--- src/l15_pkg.sv ---
package l15_pkg;

  // Widths on the L1.5 interface
  localparam int PADDR_WIDTH = 40;
  localparam int DWORD_WIDTH = 64;

  localparam int RQTYPE_WIDTH   = 5;
  localparam int SIZE_WIDTH     = 3;
  localparam int RPLWAY_WIDTH   = 2;
  localparam int AMO_OP_WIDTH   = 4;
  localparam int INVAL_ADDR_W   = 12;
  localparam int INVAL_WAY_W    = 2;
  localparam int RTNTYPE_WIDTH  = 4;

  typedef logic [PADDR_WIDTH-1:0]  paddr_t;
  typedef logic [DWORD_WIDTH-1:0]  dword_t;
  typedef logic [RQTYPE_WIDTH-1:0] rqtype_t;
  typedef logic [SIZE_WIDTH-1:0]   req_size_t;
  typedef logic [RPLWAY_WIDTH-1:0] rplway_t;
  typedef logic [AMO_OP_WIDTH-1:0] amo_op_t;
  typedef logic [INVAL_ADDR_W-1:0] inval_addr_t;
  typedef logic [INVAL_WAY_W-1:0]  inval_way_t;

  // Packed request: rqtype, nc, size, address, data, l1rplway, amo_op
  localparam int REQ_WIDTH = RQTYPE_WIDTH
                           + 1
                           + SIZE_WIDTH
                           + PADDR_WIDTH
                           + DWORD_WIDTH
                           + RPLWAY_WIDTH
                           + AMO_OP_WIDTH;

  // Return types seen from the L1.5
  typedef enum logic [RTNTYPE_WIDTH-1:0] {
    e_load_ret   = 4'd0,
    e_ifill_ret  = 4'd1,
    e_evict_req  = 4'd3,
    e_st_ack     = 4'd4,
    e_int_ret    = 4'd7,
    e_atomic_ret = 4'd8
  } l15_rtntype_e;

endpackage
--- src/piton_l15_transducer.sv ---
`timescale 1ns/1ps

module piton_l15_transducer
  import l15_pkg::*;
#(
  parameter int REQ_FIFO_DEPTH = 2,
  parameter int RET_FIFO_DEPTH = 16
) (
  input  logic         clk_i,
  input  logic         rst_n_i,

  // Instruction cache requests
  input  logic         icache_req_v_i,
  input  rqtype_t      icache_req_rqtype_i,
  input  logic         icache_req_nc_i,
  input  req_size_t    icache_req_size_i,
  input  paddr_t       icache_req_address_i,
  input  dword_t       icache_req_data_i,
  input  rplway_t      icache_req_l1rplway_i,
  input  amo_op_t      icache_req_amo_op_i,
  output logic         icache_req_ready_o,

  // Data cache requests
  input  logic         dcache_req_v_i,
  input  rqtype_t      dcache_req_rqtype_i,
  input  logic         dcache_req_nc_i,
  input  req_size_t    dcache_req_size_i,
  input  paddr_t       dcache_req_address_i,
  input  dword_t       dcache_req_data_i,
  input  rplway_t      dcache_req_l1rplway_i,
  input  amo_op_t      dcache_req_amo_op_i,
  output logic         dcache_req_ready_o,

  output logic         transducer_l15_val_o,
  output rqtype_t      transducer_l15_rqtype_o,
  output logic         transducer_l15_nc_o,
  output req_size_t    transducer_l15_size_o,
  output paddr_t       transducer_l15_address_o,
  output dword_t       transducer_l15_data_o,
  output rplway_t      transducer_l15_l1rplway_o,
  output amo_op_t      transducer_l15_amo_op_o,
  input  logic         l15_transducer_ack_i,

  input  logic         l15_transducer_val_i,
  input  l15_rtntype_e l15_transducer_returntype_i,
  input  logic         l15_transducer_noncacheable_i,
  input  logic         l15_transducer_atomic_i,
  input  dword_t       l15_transducer_data_0_i,
  input  dword_t       l15_transducer_data_1_i,
  input  dword_t       l15_transducer_data_2_i,
  input  dword_t       l15_transducer_data_3_i,
  input  inval_addr_t  l15_transducer_inval_address_15_4_i,
  input  logic         l15_transducer_inval_icache_inval_i,
  input  logic         l15_transducer_inval_dcache_inval_i,
  input  inval_way_t   l15_transducer_inval_way_i,
  output logic         transducer_l15_req_ack_o,

  // Shared return fields for both engines
  output l15_rtntype_e ret_rtntype_o,
  output logic         ret_noncacheable_o,
  output logic         ret_atomic_o,
  output dword_t       ret_data_0_o,
  output dword_t       ret_data_1_o,
  output dword_t       ret_data_2_o,
  output dword_t       ret_data_3_o,
  output inval_addr_t  ret_inval_address_o,
  output logic         ret_inval_icache_o,
  output logic         ret_inval_dcache_o,
  output inval_way_t   ret_inval_way_o,
  output logic         icache_ret_v_o,
  output logic         dcache_ret_v_o,
  input  logic         icache_ret_yumi_i,
  input  logic         dcache_ret_yumi_i
);

  l15_req_path #(
    .REQ_FIFO_DEPTH (REQ_FIFO_DEPTH)
  ) u_req_path (
    .clk_i                     (clk_i),
    .rst_n_i                   (rst_n_i),
    .icache_req_v_i            (icache_req_v_i),
    .icache_req_rqtype_i       (icache_req_rqtype_i),
    .icache_req_nc_i           (icache_req_nc_i),
    .icache_req_size_i         (icache_req_size_i),
    .icache_req_address_i      (icache_req_address_i),
    .icache_req_data_i         (icache_req_data_i),
    .icache_req_l1rplway_i     (icache_req_l1rplway_i),
    .icache_req_amo_op_i       (icache_req_amo_op_i),
    .icache_req_ready_o        (icache_req_ready_o),
    .dcache_req_v_i            (dcache_req_v_i),
    .dcache_req_rqtype_i       (dcache_req_rqtype_i),
    .dcache_req_nc_i           (dcache_req_nc_i),
    .dcache_req_size_i         (dcache_req_size_i),
    .dcache_req_address_i      (dcache_req_address_i),
    .dcache_req_data_i         (dcache_req_data_i),
    .dcache_req_l1rplway_i     (dcache_req_l1rplway_i),
    .dcache_req_amo_op_i       (dcache_req_amo_op_i),
    .dcache_req_ready_o        (dcache_req_ready_o),
    .transducer_l15_val_o      (transducer_l15_val_o),
    .transducer_l15_rqtype_o   (transducer_l15_rqtype_o),
    .transducer_l15_nc_o       (transducer_l15_nc_o),
    .transducer_l15_size_o     (transducer_l15_size_o),
    .transducer_l15_address_o  (transducer_l15_address_o),
    .transducer_l15_data_o     (transducer_l15_data_o),
    .transducer_l15_l1rplway_o (transducer_l15_l1rplway_o),
    .transducer_l15_amo_op_o   (transducer_l15_amo_op_o),
    .l15_transducer_ack_i      (l15_transducer_ack_i)
  );

  l15_ret_path #(
    .RET_FIFO_DEPTH (RET_FIFO_DEPTH)
  ) u_ret_path (
    .clk_i                               (clk_i),
    .rst_n_i                             (rst_n_i),
    .l15_transducer_val_i                (l15_transducer_val_i),
    .l15_transducer_returntype_i         (l15_transducer_returntype_i),
    .l15_transducer_noncacheable_i       (l15_transducer_noncacheable_i),
    .l15_transducer_atomic_i             (l15_transducer_atomic_i),
    .l15_transducer_data_0_i             (l15_transducer_data_0_i),
    .l15_transducer_data_1_i             (l15_transducer_data_1_i),
    .l15_transducer_data_2_i             (l15_transducer_data_2_i),
    .l15_transducer_data_3_i             (l15_transducer_data_3_i),
    .l15_transducer_inval_address_15_4_i (l15_transducer_inval_address_15_4_i),
    .l15_transducer_inval_icache_inval_i (l15_transducer_inval_icache_inval_i),
    .l15_transducer_inval_dcache_inval_i (l15_transducer_inval_dcache_inval_i),
    .l15_transducer_inval_way_i          (l15_transducer_inval_way_i),
    .transducer_l15_req_ack_o            (transducer_l15_req_ack_o),
    .ret_rtntype_o                       (ret_rtntype_o),
    .ret_noncacheable_o                  (ret_noncacheable_o),
    .ret_atomic_o                        (ret_atomic_o),
    .ret_data_0_o                        (ret_data_0_o),
    .ret_data_1_o                        (ret_data_1_o),
    .ret_data_2_o                        (ret_data_2_o),
    .ret_data_3_o                        (ret_data_3_o),
    .ret_inval_address_o                 (ret_inval_address_o),
    .ret_inval_icache_o                  (ret_inval_icache_o),
    .ret_inval_dcache_o                  (ret_inval_dcache_o),
    .ret_inval_way_o                     (ret_inval_way_o),
    .icache_ret_v_o                      (icache_ret_v_o),
    .dcache_ret_v_o                      (dcache_ret_v_o),
    .icache_ret_yumi_i                   (icache_ret_yumi_i),
    .dcache_ret_yumi_i                   (dcache_ret_yumi_i)
  );

endmodule

--- src/l15_ret_path.sv ---
`timescale 1ns/1ps

module l15_ret_path
  import l15_pkg::*;
#(
  parameter int RET_FIFO_DEPTH = 16
) (
  input  logic         clk_i,
  input  logic         rst_n_i,

  input  logic         l15_transducer_val_i,
  input  l15_rtntype_e l15_transducer_returntype_i,
  input  logic         l15_transducer_noncacheable_i,
  input  logic         l15_transducer_atomic_i,
  input  dword_t       l15_transducer_data_0_i,
  input  dword_t       l15_transducer_data_1_i,
  input  dword_t       l15_transducer_data_2_i,
  input  dword_t       l15_transducer_data_3_i,
  input  inval_addr_t  l15_transducer_inval_address_15_4_i,
  input  logic         l15_transducer_inval_icache_inval_i,
  input  logic         l15_transducer_inval_dcache_inval_i,
  input  inval_way_t   l15_transducer_inval_way_i,
  output logic         transducer_l15_req_ack_o,

  output l15_rtntype_e ret_rtntype_o,
  output logic         ret_noncacheable_o,
  output logic         ret_atomic_o,
  output dword_t       ret_data_0_o,
  output dword_t       ret_data_1_o,
  output dword_t       ret_data_2_o,
  output dword_t       ret_data_3_o,
  output inval_addr_t  ret_inval_address_o,
  output logic         ret_inval_icache_o,
  output logic         ret_inval_dcache_o,
  output inval_way_t   ret_inval_way_o,
  output logic         icache_ret_v_o,
  output logic         dcache_ret_v_o,
  input  logic         icache_ret_yumi_i,
  input  logic         dcache_ret_yumi_i
);

  localparam int RET_WIDTH = RTNTYPE_WIDTH + 2 + 4 * DWORD_WIDTH
                           + INVAL_ADDR_W + 2 + INVAL_WAY_W;

  logic [RET_WIDTH-1:0]     ret_pkt;
  logic [RET_WIDTH-1:0]     head;
  logic [RTNTYPE_WIDTH-1:0] head_rtntype;
  logic                     head_v;
  logic                     fifo_ready;

  assign ret_pkt = {l15_transducer_returntype_i, l15_transducer_noncacheable_i,
                    l15_transducer_atomic_i, l15_transducer_data_0_i,
                    l15_transducer_data_1_i, l15_transducer_data_2_i,
                    l15_transducer_data_3_i, l15_transducer_inval_address_15_4_i,
                    l15_transducer_inval_icache_inval_i,
                    l15_transducer_inval_dcache_inval_i, l15_transducer_inval_way_i};

  // Ack only when there is room, held val retries otherwise
  assign transducer_l15_req_ack_o = l15_transducer_val_i & fifo_ready;

  l15_fifo #(
    .WIDTH (RET_WIDTH),
    .DEPTH (RET_FIFO_DEPTH)
  ) u_ret_fifo (
    .clk_i   (clk_i),
    .rst_n_i (rst_n_i),
    .data_i  (ret_pkt),
    .v_i     (l15_transducer_val_i),
    .ready_o (fifo_ready),
    .data_o  (head),
    .v_o     (head_v),
    .yumi_i  (icache_ret_yumi_i | dcache_ret_yumi_i)
  );

  assign {head_rtntype, ret_noncacheable_o, ret_atomic_o, ret_data_0_o, ret_data_1_o,
          ret_data_2_o, ret_data_3_o, ret_inval_address_o, ret_inval_icache_o,
          ret_inval_dcache_o, ret_inval_way_o} = head;

  assign ret_rtntype_o = l15_rtntype_e'(head_rtntype);

  // Steering by type; invalidations and the rest go to both
  assign icache_ret_v_o = head_v & ~((ret_rtntype_o == e_load_ret)
                                   | (ret_rtntype_o == e_st_ack)
                                   | (ret_rtntype_o == e_atomic_ret));
  assign dcache_ret_v_o = head_v & (ret_rtntype_o != e_ifill_ret);

endmodule

--- src/l15_req_path.sv ---
`timescale 1ns/1ps

module l15_req_path
  import l15_pkg::*;
#(
  parameter int REQ_FIFO_DEPTH = 2
) (
  input  logic      clk_i,
  input  logic      rst_n_i,

  input  logic      icache_req_v_i,
  input  rqtype_t   icache_req_rqtype_i,
  input  logic      icache_req_nc_i,
  input  req_size_t icache_req_size_i,
  input  paddr_t    icache_req_address_i,
  input  dword_t    icache_req_data_i,
  input  rplway_t   icache_req_l1rplway_i,
  input  amo_op_t   icache_req_amo_op_i,
  output logic      icache_req_ready_o,

  input  logic      dcache_req_v_i,
  input  rqtype_t   dcache_req_rqtype_i,
  input  logic      dcache_req_nc_i,
  input  req_size_t dcache_req_size_i,
  input  paddr_t    dcache_req_address_i,
  input  dword_t    dcache_req_data_i,
  input  rplway_t   dcache_req_l1rplway_i,
  input  amo_op_t   dcache_req_amo_op_i,
  output logic      dcache_req_ready_o,

  output logic      transducer_l15_val_o,
  output rqtype_t   transducer_l15_rqtype_o,
  output logic      transducer_l15_nc_o,
  output req_size_t transducer_l15_size_o,
  output paddr_t    transducer_l15_address_o,
  output dword_t    transducer_l15_data_o,
  output rplway_t   transducer_l15_l1rplway_o,
  output amo_op_t   transducer_l15_amo_op_o,
  input  logic      l15_transducer_ack_i
);

  logic [REQ_WIDTH-1:0] icache_pkt;
  logic [REQ_WIDTH-1:0] dcache_pkt;
  logic [REQ_WIDTH-1:0] icache_head;
  logic [REQ_WIDTH-1:0] dcache_head;
  logic [REQ_WIDTH-1:0] sel_head;
  logic                 icache_head_v;
  logic                 dcache_head_v;
  logic                 icache_grant;
  logic                 dcache_grant;

  assign icache_pkt = {icache_req_rqtype_i, icache_req_nc_i, icache_req_size_i,
                       icache_req_address_i, icache_req_data_i, icache_req_l1rplway_i,
                       icache_req_amo_op_i};

  assign dcache_pkt = {dcache_req_rqtype_i, dcache_req_nc_i, dcache_req_size_i,
                       dcache_req_address_i, dcache_req_data_i, dcache_req_l1rplway_i,
                       dcache_req_amo_op_i};

  l15_fifo #(
    .WIDTH (REQ_WIDTH),
    .DEPTH (REQ_FIFO_DEPTH)
  ) u_icache_fifo (
    .clk_i   (clk_i),
    .rst_n_i (rst_n_i),
    .data_i  (icache_pkt),
    .v_i     (icache_req_v_i),
    .ready_o (icache_req_ready_o),
    .data_o  (icache_head),
    .v_o     (icache_head_v),
    .yumi_i  (icache_grant & l15_transducer_ack_i)
  );

  l15_fifo #(
    .WIDTH (REQ_WIDTH),
    .DEPTH (REQ_FIFO_DEPTH)
  ) u_dcache_fifo (
    .clk_i   (clk_i),
    .rst_n_i (rst_n_i),
    .data_i  (dcache_pkt),
    .v_i     (dcache_req_v_i),
    .ready_o (dcache_req_ready_o),
    .data_o  (dcache_head),
    .v_o     (dcache_head_v),
    .yumi_i  (dcache_grant & l15_transducer_ack_i)
  );

  // Fixed priority, data cache first
  assign dcache_grant = dcache_head_v;
  assign icache_grant = icache_head_v & ~dcache_head_v;

  assign sel_head             = dcache_grant ? dcache_head : icache_head;
  assign transducer_l15_val_o = dcache_grant | icache_grant;

  assign {transducer_l15_rqtype_o, transducer_l15_nc_o, transducer_l15_size_o,
          transducer_l15_address_o, transducer_l15_data_o, transducer_l15_l1rplway_o,
          transducer_l15_amo_op_o} = sel_head;

endmodule

--- src/l15_fifo.sv ---
`timescale 1ns/1ps

module l15_fifo #(
  parameter int WIDTH = 8,
  parameter int DEPTH = 2
) (
  input  logic             clk_i,
  input  logic             rst_n_i,
  input  logic [WIDTH-1:0] data_i,
  input  logic             v_i,
  output logic             ready_o,
  output logic [WIDTH-1:0] data_o,
  output logic             v_o,
  input  logic             yumi_i
);

  localparam int PTR_W = (DEPTH > 1) ? $clog2(DEPTH) : 1;
  localparam int CNT_W = $clog2(DEPTH + 1);

  logic [WIDTH-1:0] mem_q [DEPTH];
  logic [PTR_W-1:0] wr_ptr_q;
  logic [PTR_W-1:0] rd_ptr_q;
  logic [CNT_W-1:0] count_q;
  logic             wr_en;
  logic             rd_en;

  // Wrap at DEPTH, so any depth works
  function automatic logic [PTR_W-1:0] ptr_next(input logic [PTR_W-1:0] ptr);
    if (ptr == PTR_W'(DEPTH - 1)) begin
      return '0;
    end
    return ptr + 1'b1;
  endfunction

  assign ready_o = (count_q != CNT_W'(DEPTH));
  assign v_o     = (count_q != '0);
  assign wr_en   = v_i & ready_o;
  assign rd_en   = yumi_i & v_o;

  // Head straight from storage
  assign data_o = mem_q[rd_ptr_q];

  always_ff @(posedge clk_i) begin
    if (wr_en) begin
      mem_q[wr_ptr_q] <= data_i;
    end
  end

  always_ff @(posedge clk_i or negedge rst_n_i) begin
    if (!rst_n_i) begin
      wr_ptr_q <= '0;
      rd_ptr_q <= '0;
      count_q  <= '0;
    end else begin
      if (wr_en) begin
        wr_ptr_q <= ptr_next(wr_ptr_q);
      end
      if (rd_en) begin
        rd_ptr_q <= ptr_next(rd_ptr_q);
      end
      case ({wr_en, rd_en})
        2'b10:   count_q <= count_q + 1'b1;
        2'b01:   count_q <= count_q - 1'b1;
        default: count_q <= count_q;
      endcase
    end
  end

endmodule

--- config.mk ---
export PLATFORM = sky130hd
export DESIGN_NAME = piton_l15_transducer
export DESIGN_NICKNAME = d
export VERILOG_FILES = /design/src/l15_pkg.sv /design/src/piton_l15_transducer.sv /design/src/l15_ret_path.sv /design/src/l15_req_path.sv /design/src/l15_fifo.sv
export SDC_FILE = /design/constraint.sdc
export NUM_CORES = 2
export LEC_CHECK = 0
export ABC_AREA = 1
export CAP_MARGIN = 20
export CORE_MARGIN = 2
export CORE_UTILIZATION = 57
export DETAILED_ROUTE_END_ITERATION = 8
export DONT_BUFFER_PORTS = 1
export PLACE_DENSITY = 0.73
export SLEW_MARGIN = 0
export SYNTH_ARGS = -nofsm -noshare
export SYNTH_HDL_FRONTEND = slang
export SYNTH_MEMORY_MAX_BITS = 65536
export SYNTH_SLANG_ARGS = --single-unit
--- constraint.sdc ---
create_clock -name clk_i -period 13.32 [get_ports clk_i]
set_clock_uncertainty 0.05 [all_clocks]
set_input_delay 1.998 -clock clk_i [delete_from_list [all_inputs] [get_ports clk_i]]
set_output_delay 1.998 -clock clk_i [all_outputs]
set_load 0.05 [all_outputs]
# Word-level counts from Yosys, hierarchy flattened
# Memories as Yosys holds them, arrays and structs flattened.
# Cells that the tools add are included.
# word_totals
ff_bits	21
ram_bits	4924
in_bits	524
out_inout_bits	403
word_cells	96
n_memories	3
# op_classes
addsub	12
eq_ne	14
muxes	34
bitwise	17
reduce_logical	7
# mem_list
memory	words	width	rd	rd_ports_with_merged_regs	write_ports	line_no	source
u_ret_path.u_ret_fifo.mem_q	16	278	1	0	1	l15_fifo.sv:20	logic [WIDTH-1:0] mem_q [DEPTH];
u_req_path.u_dcache_fifo.mem_q	2	119	1	0	1	l15_fifo.sv:20	
u_req_path.u_icache_fifo.mem_q	2	119	1	0	1	l15_fifo.sv:20	
# op_table
cell	n
two-way mux 119 bit	1
two-way mux 1 bit	26
two-way mux 4 bit	4
== test 4 bit, second input constant	3
bitwise AND 1 bit	11
one-hot mux 5 bit (2 select lines)	1
nonzero test 2 bit	5
adder 4 x 1 -> 4 bit, second input constant	2
one-hot mux 2 bit (2 select lines)	2
== test 2 x 1 -> 1 bit, second input constant	3
== test 2 bit, second input constant	3
adder 5 x 1 -> 5 bit, second input constant	1
inequality test 5 bit, second input constant	1
nonzero test 5 bit	1
subtractor 5 x 1 -> 5 bit, second input constant	1
adder 1 bit, second input constant	4
adder 2 x 1 -> 2 bit, second input constant	2
== test 4 x 3 -> 1 bit, second input constant	1
logical NOT 4 bit	1
inequality test 2 bit, second input constant	2
inequality test 4 x 1 -> 1 bit, second input constant	1
OR 1 bit	4
subtractor 2 x 1 -> 2 bit, second input constant	2
inverter 1 bit	2

# Depth between registers and ports, before layout
# logic_depth
word_depth	7
ltp_mapped	15
mapped_depth_nobuf	14

# Cells and area by module
# From an unflattened synthesis, not the netlist that was laid out.
# hier_totals
cells_unflattened	20793
area_unflattened_um2	212632.7
# by_module_without_submodules
mod	instances	cells_each	area_each_um2
l15_fifo at u_ret_path.u_ret_fifo	1	19090	193281.6
l15_fifo at u_req_path.u_dcache_fifo ...	2	651	8858.5
l15_req_path	1	390	1587.8
l15_ret_path	1	11	46.3

# Least setup slack after synthesis
# No wires, ideal clock.
# synth_path
kind	input port to flip-flop
start	input port l15_transducer_val_i
end	memory u_ret_path.u_ret_fifo.mem_q[0][0] in the netlist's numbering (enable)
setup_ps	924
t_arrival_ps	14134
required_ps	12346
path_slack_ps	-1788
cell_stages	4
cell_sequence	nand2_1 clkinv_1 nand2_1 nor2_1
# synth_between
elab_chain_len	3
# synth_rtl
element	line_no	source
start, declared	piton_l15_transducer.sv:44	input logic l15_transducer_val_i,
bitwise AND 1 bit	n/a	
via transducer_l15_req_ack_o	piton_l15_transducer.sv:56	output logic transducer_l15_req_ack_o,
two-way mux 1 bit	l15_fifo.sv:44	if (wr_en) begin
two-way mux 1 bit (implied by the code)	l15_fifo.sv:45	mem_q[wr_ptr_q] <= data_i;
end, declared	l15_fifo.sv:20	
# The timed path passes the listed nets, and every way through them passes these cells.

# Worst setup path in the final report
# layout_path
start	register u_ret_path.u_ret_fifo.rd_ptr_q[0]
end	output port ret_data_3_o[57]
# layout_between
elab_chain_len	1
# layout_rtl
element	line_no	source
start, declared	l15_fifo.sv:22	logic [PTR_W-1:0] rd_ptr_q;
start signal, assigned	l15_fifo.sv:59	rd_ptr_q <= ptr_next(rd_ptr_q);
memory read (16 x 278 bit)	n/a	
end, declared	piton_l15_transducer.sv:65	output dword_t ret_data_3_o,
# Every way passes these cells.

==> results.toml <==
[clocking]
ctsResizeCount = 0
root_buffer = "clkbuf_16"
cts_tree = "built"
htree_levels = 5
cts_sinks = 4945
clk_latency_ps = 1010
cts_setup_buffers = 0
clk_pin_slew_ps = 60
holdBufCountCts = 0
clockBufferDepth = 4
cts_made_buffers = 466

[hold_path]
whs_path_depth = 2
holdCritPathClass = "reg2reg"
hold_path.startpoint = "u_ret_path.u_ret_fifo.count_q[4]"
whs_endpoint = "u_ret_path.u_ret_fifo.count_q[4]"

[timing]
holdWs_ps = 451.3
rsz0062_at_grt = "no"
fmax_ghz = 0.1073
relSlewSlack = 0.04997
finalSetupTns_ps = 0
fin_crit_sh = 0.6994
tightest_slew_ps = 1425
period_needed_ps = 9316
drv_slew = 0
hold_viol = 0
final-setup-viol-count = 0

[logic_synthesis]
ys_warn_count = 0
synth_enable_flop_cells = 4924
async_reset_ff_frac = 0.004247
synth_area_leader_cell = "edfxtp_1"
synth_nets = 13970
synth_area_leaders = "edfxtp_1 (78%), o21ai_0 (5.8%), nor2_1 (4.4%)"
synth.distinct_cells = 27
synthCells = 13430
synth_area_per_cell_sq_um = 14.08
seq_area_frac_synth = 0.7844
ys_ff_latch = 4945
synth_most_common_cell = "edfxtp_1"
synth_top_area_share = 0.7817
ys.flop_type = "edfxtp_1"
synth_area_sq_mm = 0.1892
ys_top_cells_by_count = "edfxtp_1 (4924), nor2_1 (2234), o21ai_0 (2209), nand2_1 (1045), clkbuf_1 (755)"

[pwr]
combPwrFrac = 0.369
cellLeakagePower_nw = 65.52
p_seq_frac = 0.381
power.internal_w = 0.02950
clockPowerShare = 0.249
peakVddDrop_uv = 234.5
netSwitchingPower_w = 0.02133
powerDensity_mw_per_mm2 = 244.5
power.share.switching = 0.4197

[cells_and_area]
fill_cells = 22900
final_cell_area_sq_mm = 0.2079
fin_cells = 17940
layout-drive-gt1-share = 0.06592
fin_nets = 13700
final_core_util = 0.6294
area_growth_pct = 9.894

[floorplanning]
coreArea_sq_mm = 0.3303
die_y_um = 580.1
dieArea_sq_mm = 0.3365
row_count = 211
ioPinCount = 927
fp.dieW_um = 580.1
initial_core_util = 0.5728

[grt]
antenna_found_initial = 22
grt_max_degree = 287
overflow = 0
grt_pass1_wl_um = 745700
grt_pass1_vias = 113600
track_usage = 0.2975

[placed_design]
routabilityCongestion = 0.9257
port_buffers = 0
dp.cells = 17060
place_area_sq_mm = 0.1931
hpwl_um = 261300

[worst_setup_path]
arrival_ps = 7270
r2r-end = "u_ret_path.u_ret_fifo.mem_q[13][105]"
worst_r2r_path_depth = 9
crit_type = "reg2out"
rrSetupSlack_ps = 8110
path_max_fanout = 110
worstSetupEndpointType = "output pin"
timing.rr.start = "u_ret_path.u_ret_fifo.count_q[1]"
worstPathRequired_ps = 11270
cp-start-kind = "flop"

[route]
drc = 0
viasPerCell = 6.595
vias = 118300
dr.pass1.iters = 6
drt_iter0_drc = 15110
ant_nets = 0
routedWlPerCell_um = 28.86
routed_wirelength_um = 517800

[status]
status = "complete, no violations"

[run]
drv_cap = 0
-- layout make-up --
type                       instances  area [sq um]  area share
sequential                      4945        148400      0.7139
multi-input combinational       7445         36640      0.1763
clock buffer                     596         12250     0.05893
tap                             4366          5463     0.02628
timing repair buffer             240          2391     0.01150
clock inverter                   253          2367     0.01139
inverter                          68         297.8    0.001432
antenna                           25         62.56   0.0003009
-- kinds of logic after synthesis --
group | after synthesis | share of synthesized area
buffers and inverters | 1041 | 0.02273
xor gates and xnor gates | 12 | 0.0005556
and+or+nand+nor | 3791 | 0.07863
AOI/OAI and AO/OA | 3632 | 0.1130
adders and majority gates | 10 | 0.0006614
DFF | 4945 | 0.7844
-- state kept, by name (all words and copies together) (netlist names) --
register,count
u_ret_path.u_ret_fifo.count_q,5
u_req_path.u_dcache_fifo.rd_ptr_q,1
u_ret_path.u_ret_fifo.rd_ptr_q,4
u_req_path.u_dcache_fifo.count_q,2
u_ret_path.u_ret_fifo.wr_ptr_q,4
u_req_path.u_dcache_fifo.mem_q,238
u_req_path.u_icache_fifo.count_q,2
u_req_path.u_dcache_fifo.wr_ptr_q,1
u_req_path.u_icache_fifo.mem_q,238
u_req_path.u_icache_fifo.wr_ptr_q,1
u_req_path.u_icache_fifo.rd_ptr_q,1
u_ret_path.u_ret_fifo.mem_q,4448
-- placed cells by master (no fill, tap or decap), types with 119 or more instances in the layout --
master	Yosys	final
clkbuf_16	0	467
o221ai_1	470	470
a21oi_1	127	127
o22ai_1	626	626
clkbuf_1	755	121
a32oi_1	119	119
o21ai_0	2209	2209
edfxtp_1	4924	4924
nor2_1	2234	2212
buf_4	63	193
nand2_1	1045	1045
nand3_1	508	508
-- worst max-delay path by stage --
| stage | startpoint | end | slack, ps | cells after the start |
|---|---|---|---|---|
| after floorplan | l15_transducer_val_i | u_ret_path.u_ret_fifo.mem_q[0][0] | -1790 | 4 |
| after global placement | u_ret_path.u_ret_fifo.rd_ptr_q[0] | ret_data_0_o[18] | 5430 | 8 |
| after detailed placement | u_ret_path.u_ret_fifo.rd_ptr_q[0] | ret_data_3_o[57] | 5240 | 8 |
| after CTS | u_ret_path.u_ret_fifo.rd_ptr_q[0] | ret_data_3_o[57] | 4160 | 8 |
| after global routing | u_ret_path.u_ret_fifo.rd_ptr_q[0] | ret_data_3_o[57] | 3710 | 8 |
| final | u_ret_path.u_ret_fifo.rd_ptr_q[0] | ret_data_3_o[57] | 4000 | 8 |
-- stage by stage --
stage | setup WS, ps | power [W]
2_1_floorplan | -1788 | 0.03335
3_3_place_gp | 5433 | 0.03760
3_5_place_dp | 5242 | 0.03813
4_1_cts | 4158 | 0.05069
5_1_grt | 3707 | 0.05261
6_report | 4004 | 0.05082
-- power by group through the flow --
stage	Clock [W]	Sequential (W)	Combinational [W]
4_1_cts	0.0128	0.0194	0.0185
2_1_floorplan	0	0.0201	0.0133
6_report	0.0127	0.0194	0.0188
3_5_place_dp	0	0.0197	0.0185
5_1_grt	0.0134	0.0195	0.0197
3_3_place_gp	0	0.0196	0.0180
-- layer usage --
| layer | track usage | wire length, um | vias up |
|---|---|---|---|
| met4 | 0.1369 | 24980 | 6 |
| met3 | 0.07404 | 62310 | 1221 |
| met1 | 0.3821 | 183400 | 59370 |
| met5 | 0 | 42 | - |
| li1 | - | - | 50330 |
| met2 | 0.4804 | 247000 | 7378 |
-- worst max-delay path, cell delays in order (launching register included) --
cell and delay, ps:
dfrtp_4 1120, buf_4 940, buf_4 840, buf_4 960, buf_4 910, o21ai_0 270
o221ai_1 290, nand3_1 110, nand3_1 500
(Power assumes the default switching activity.)
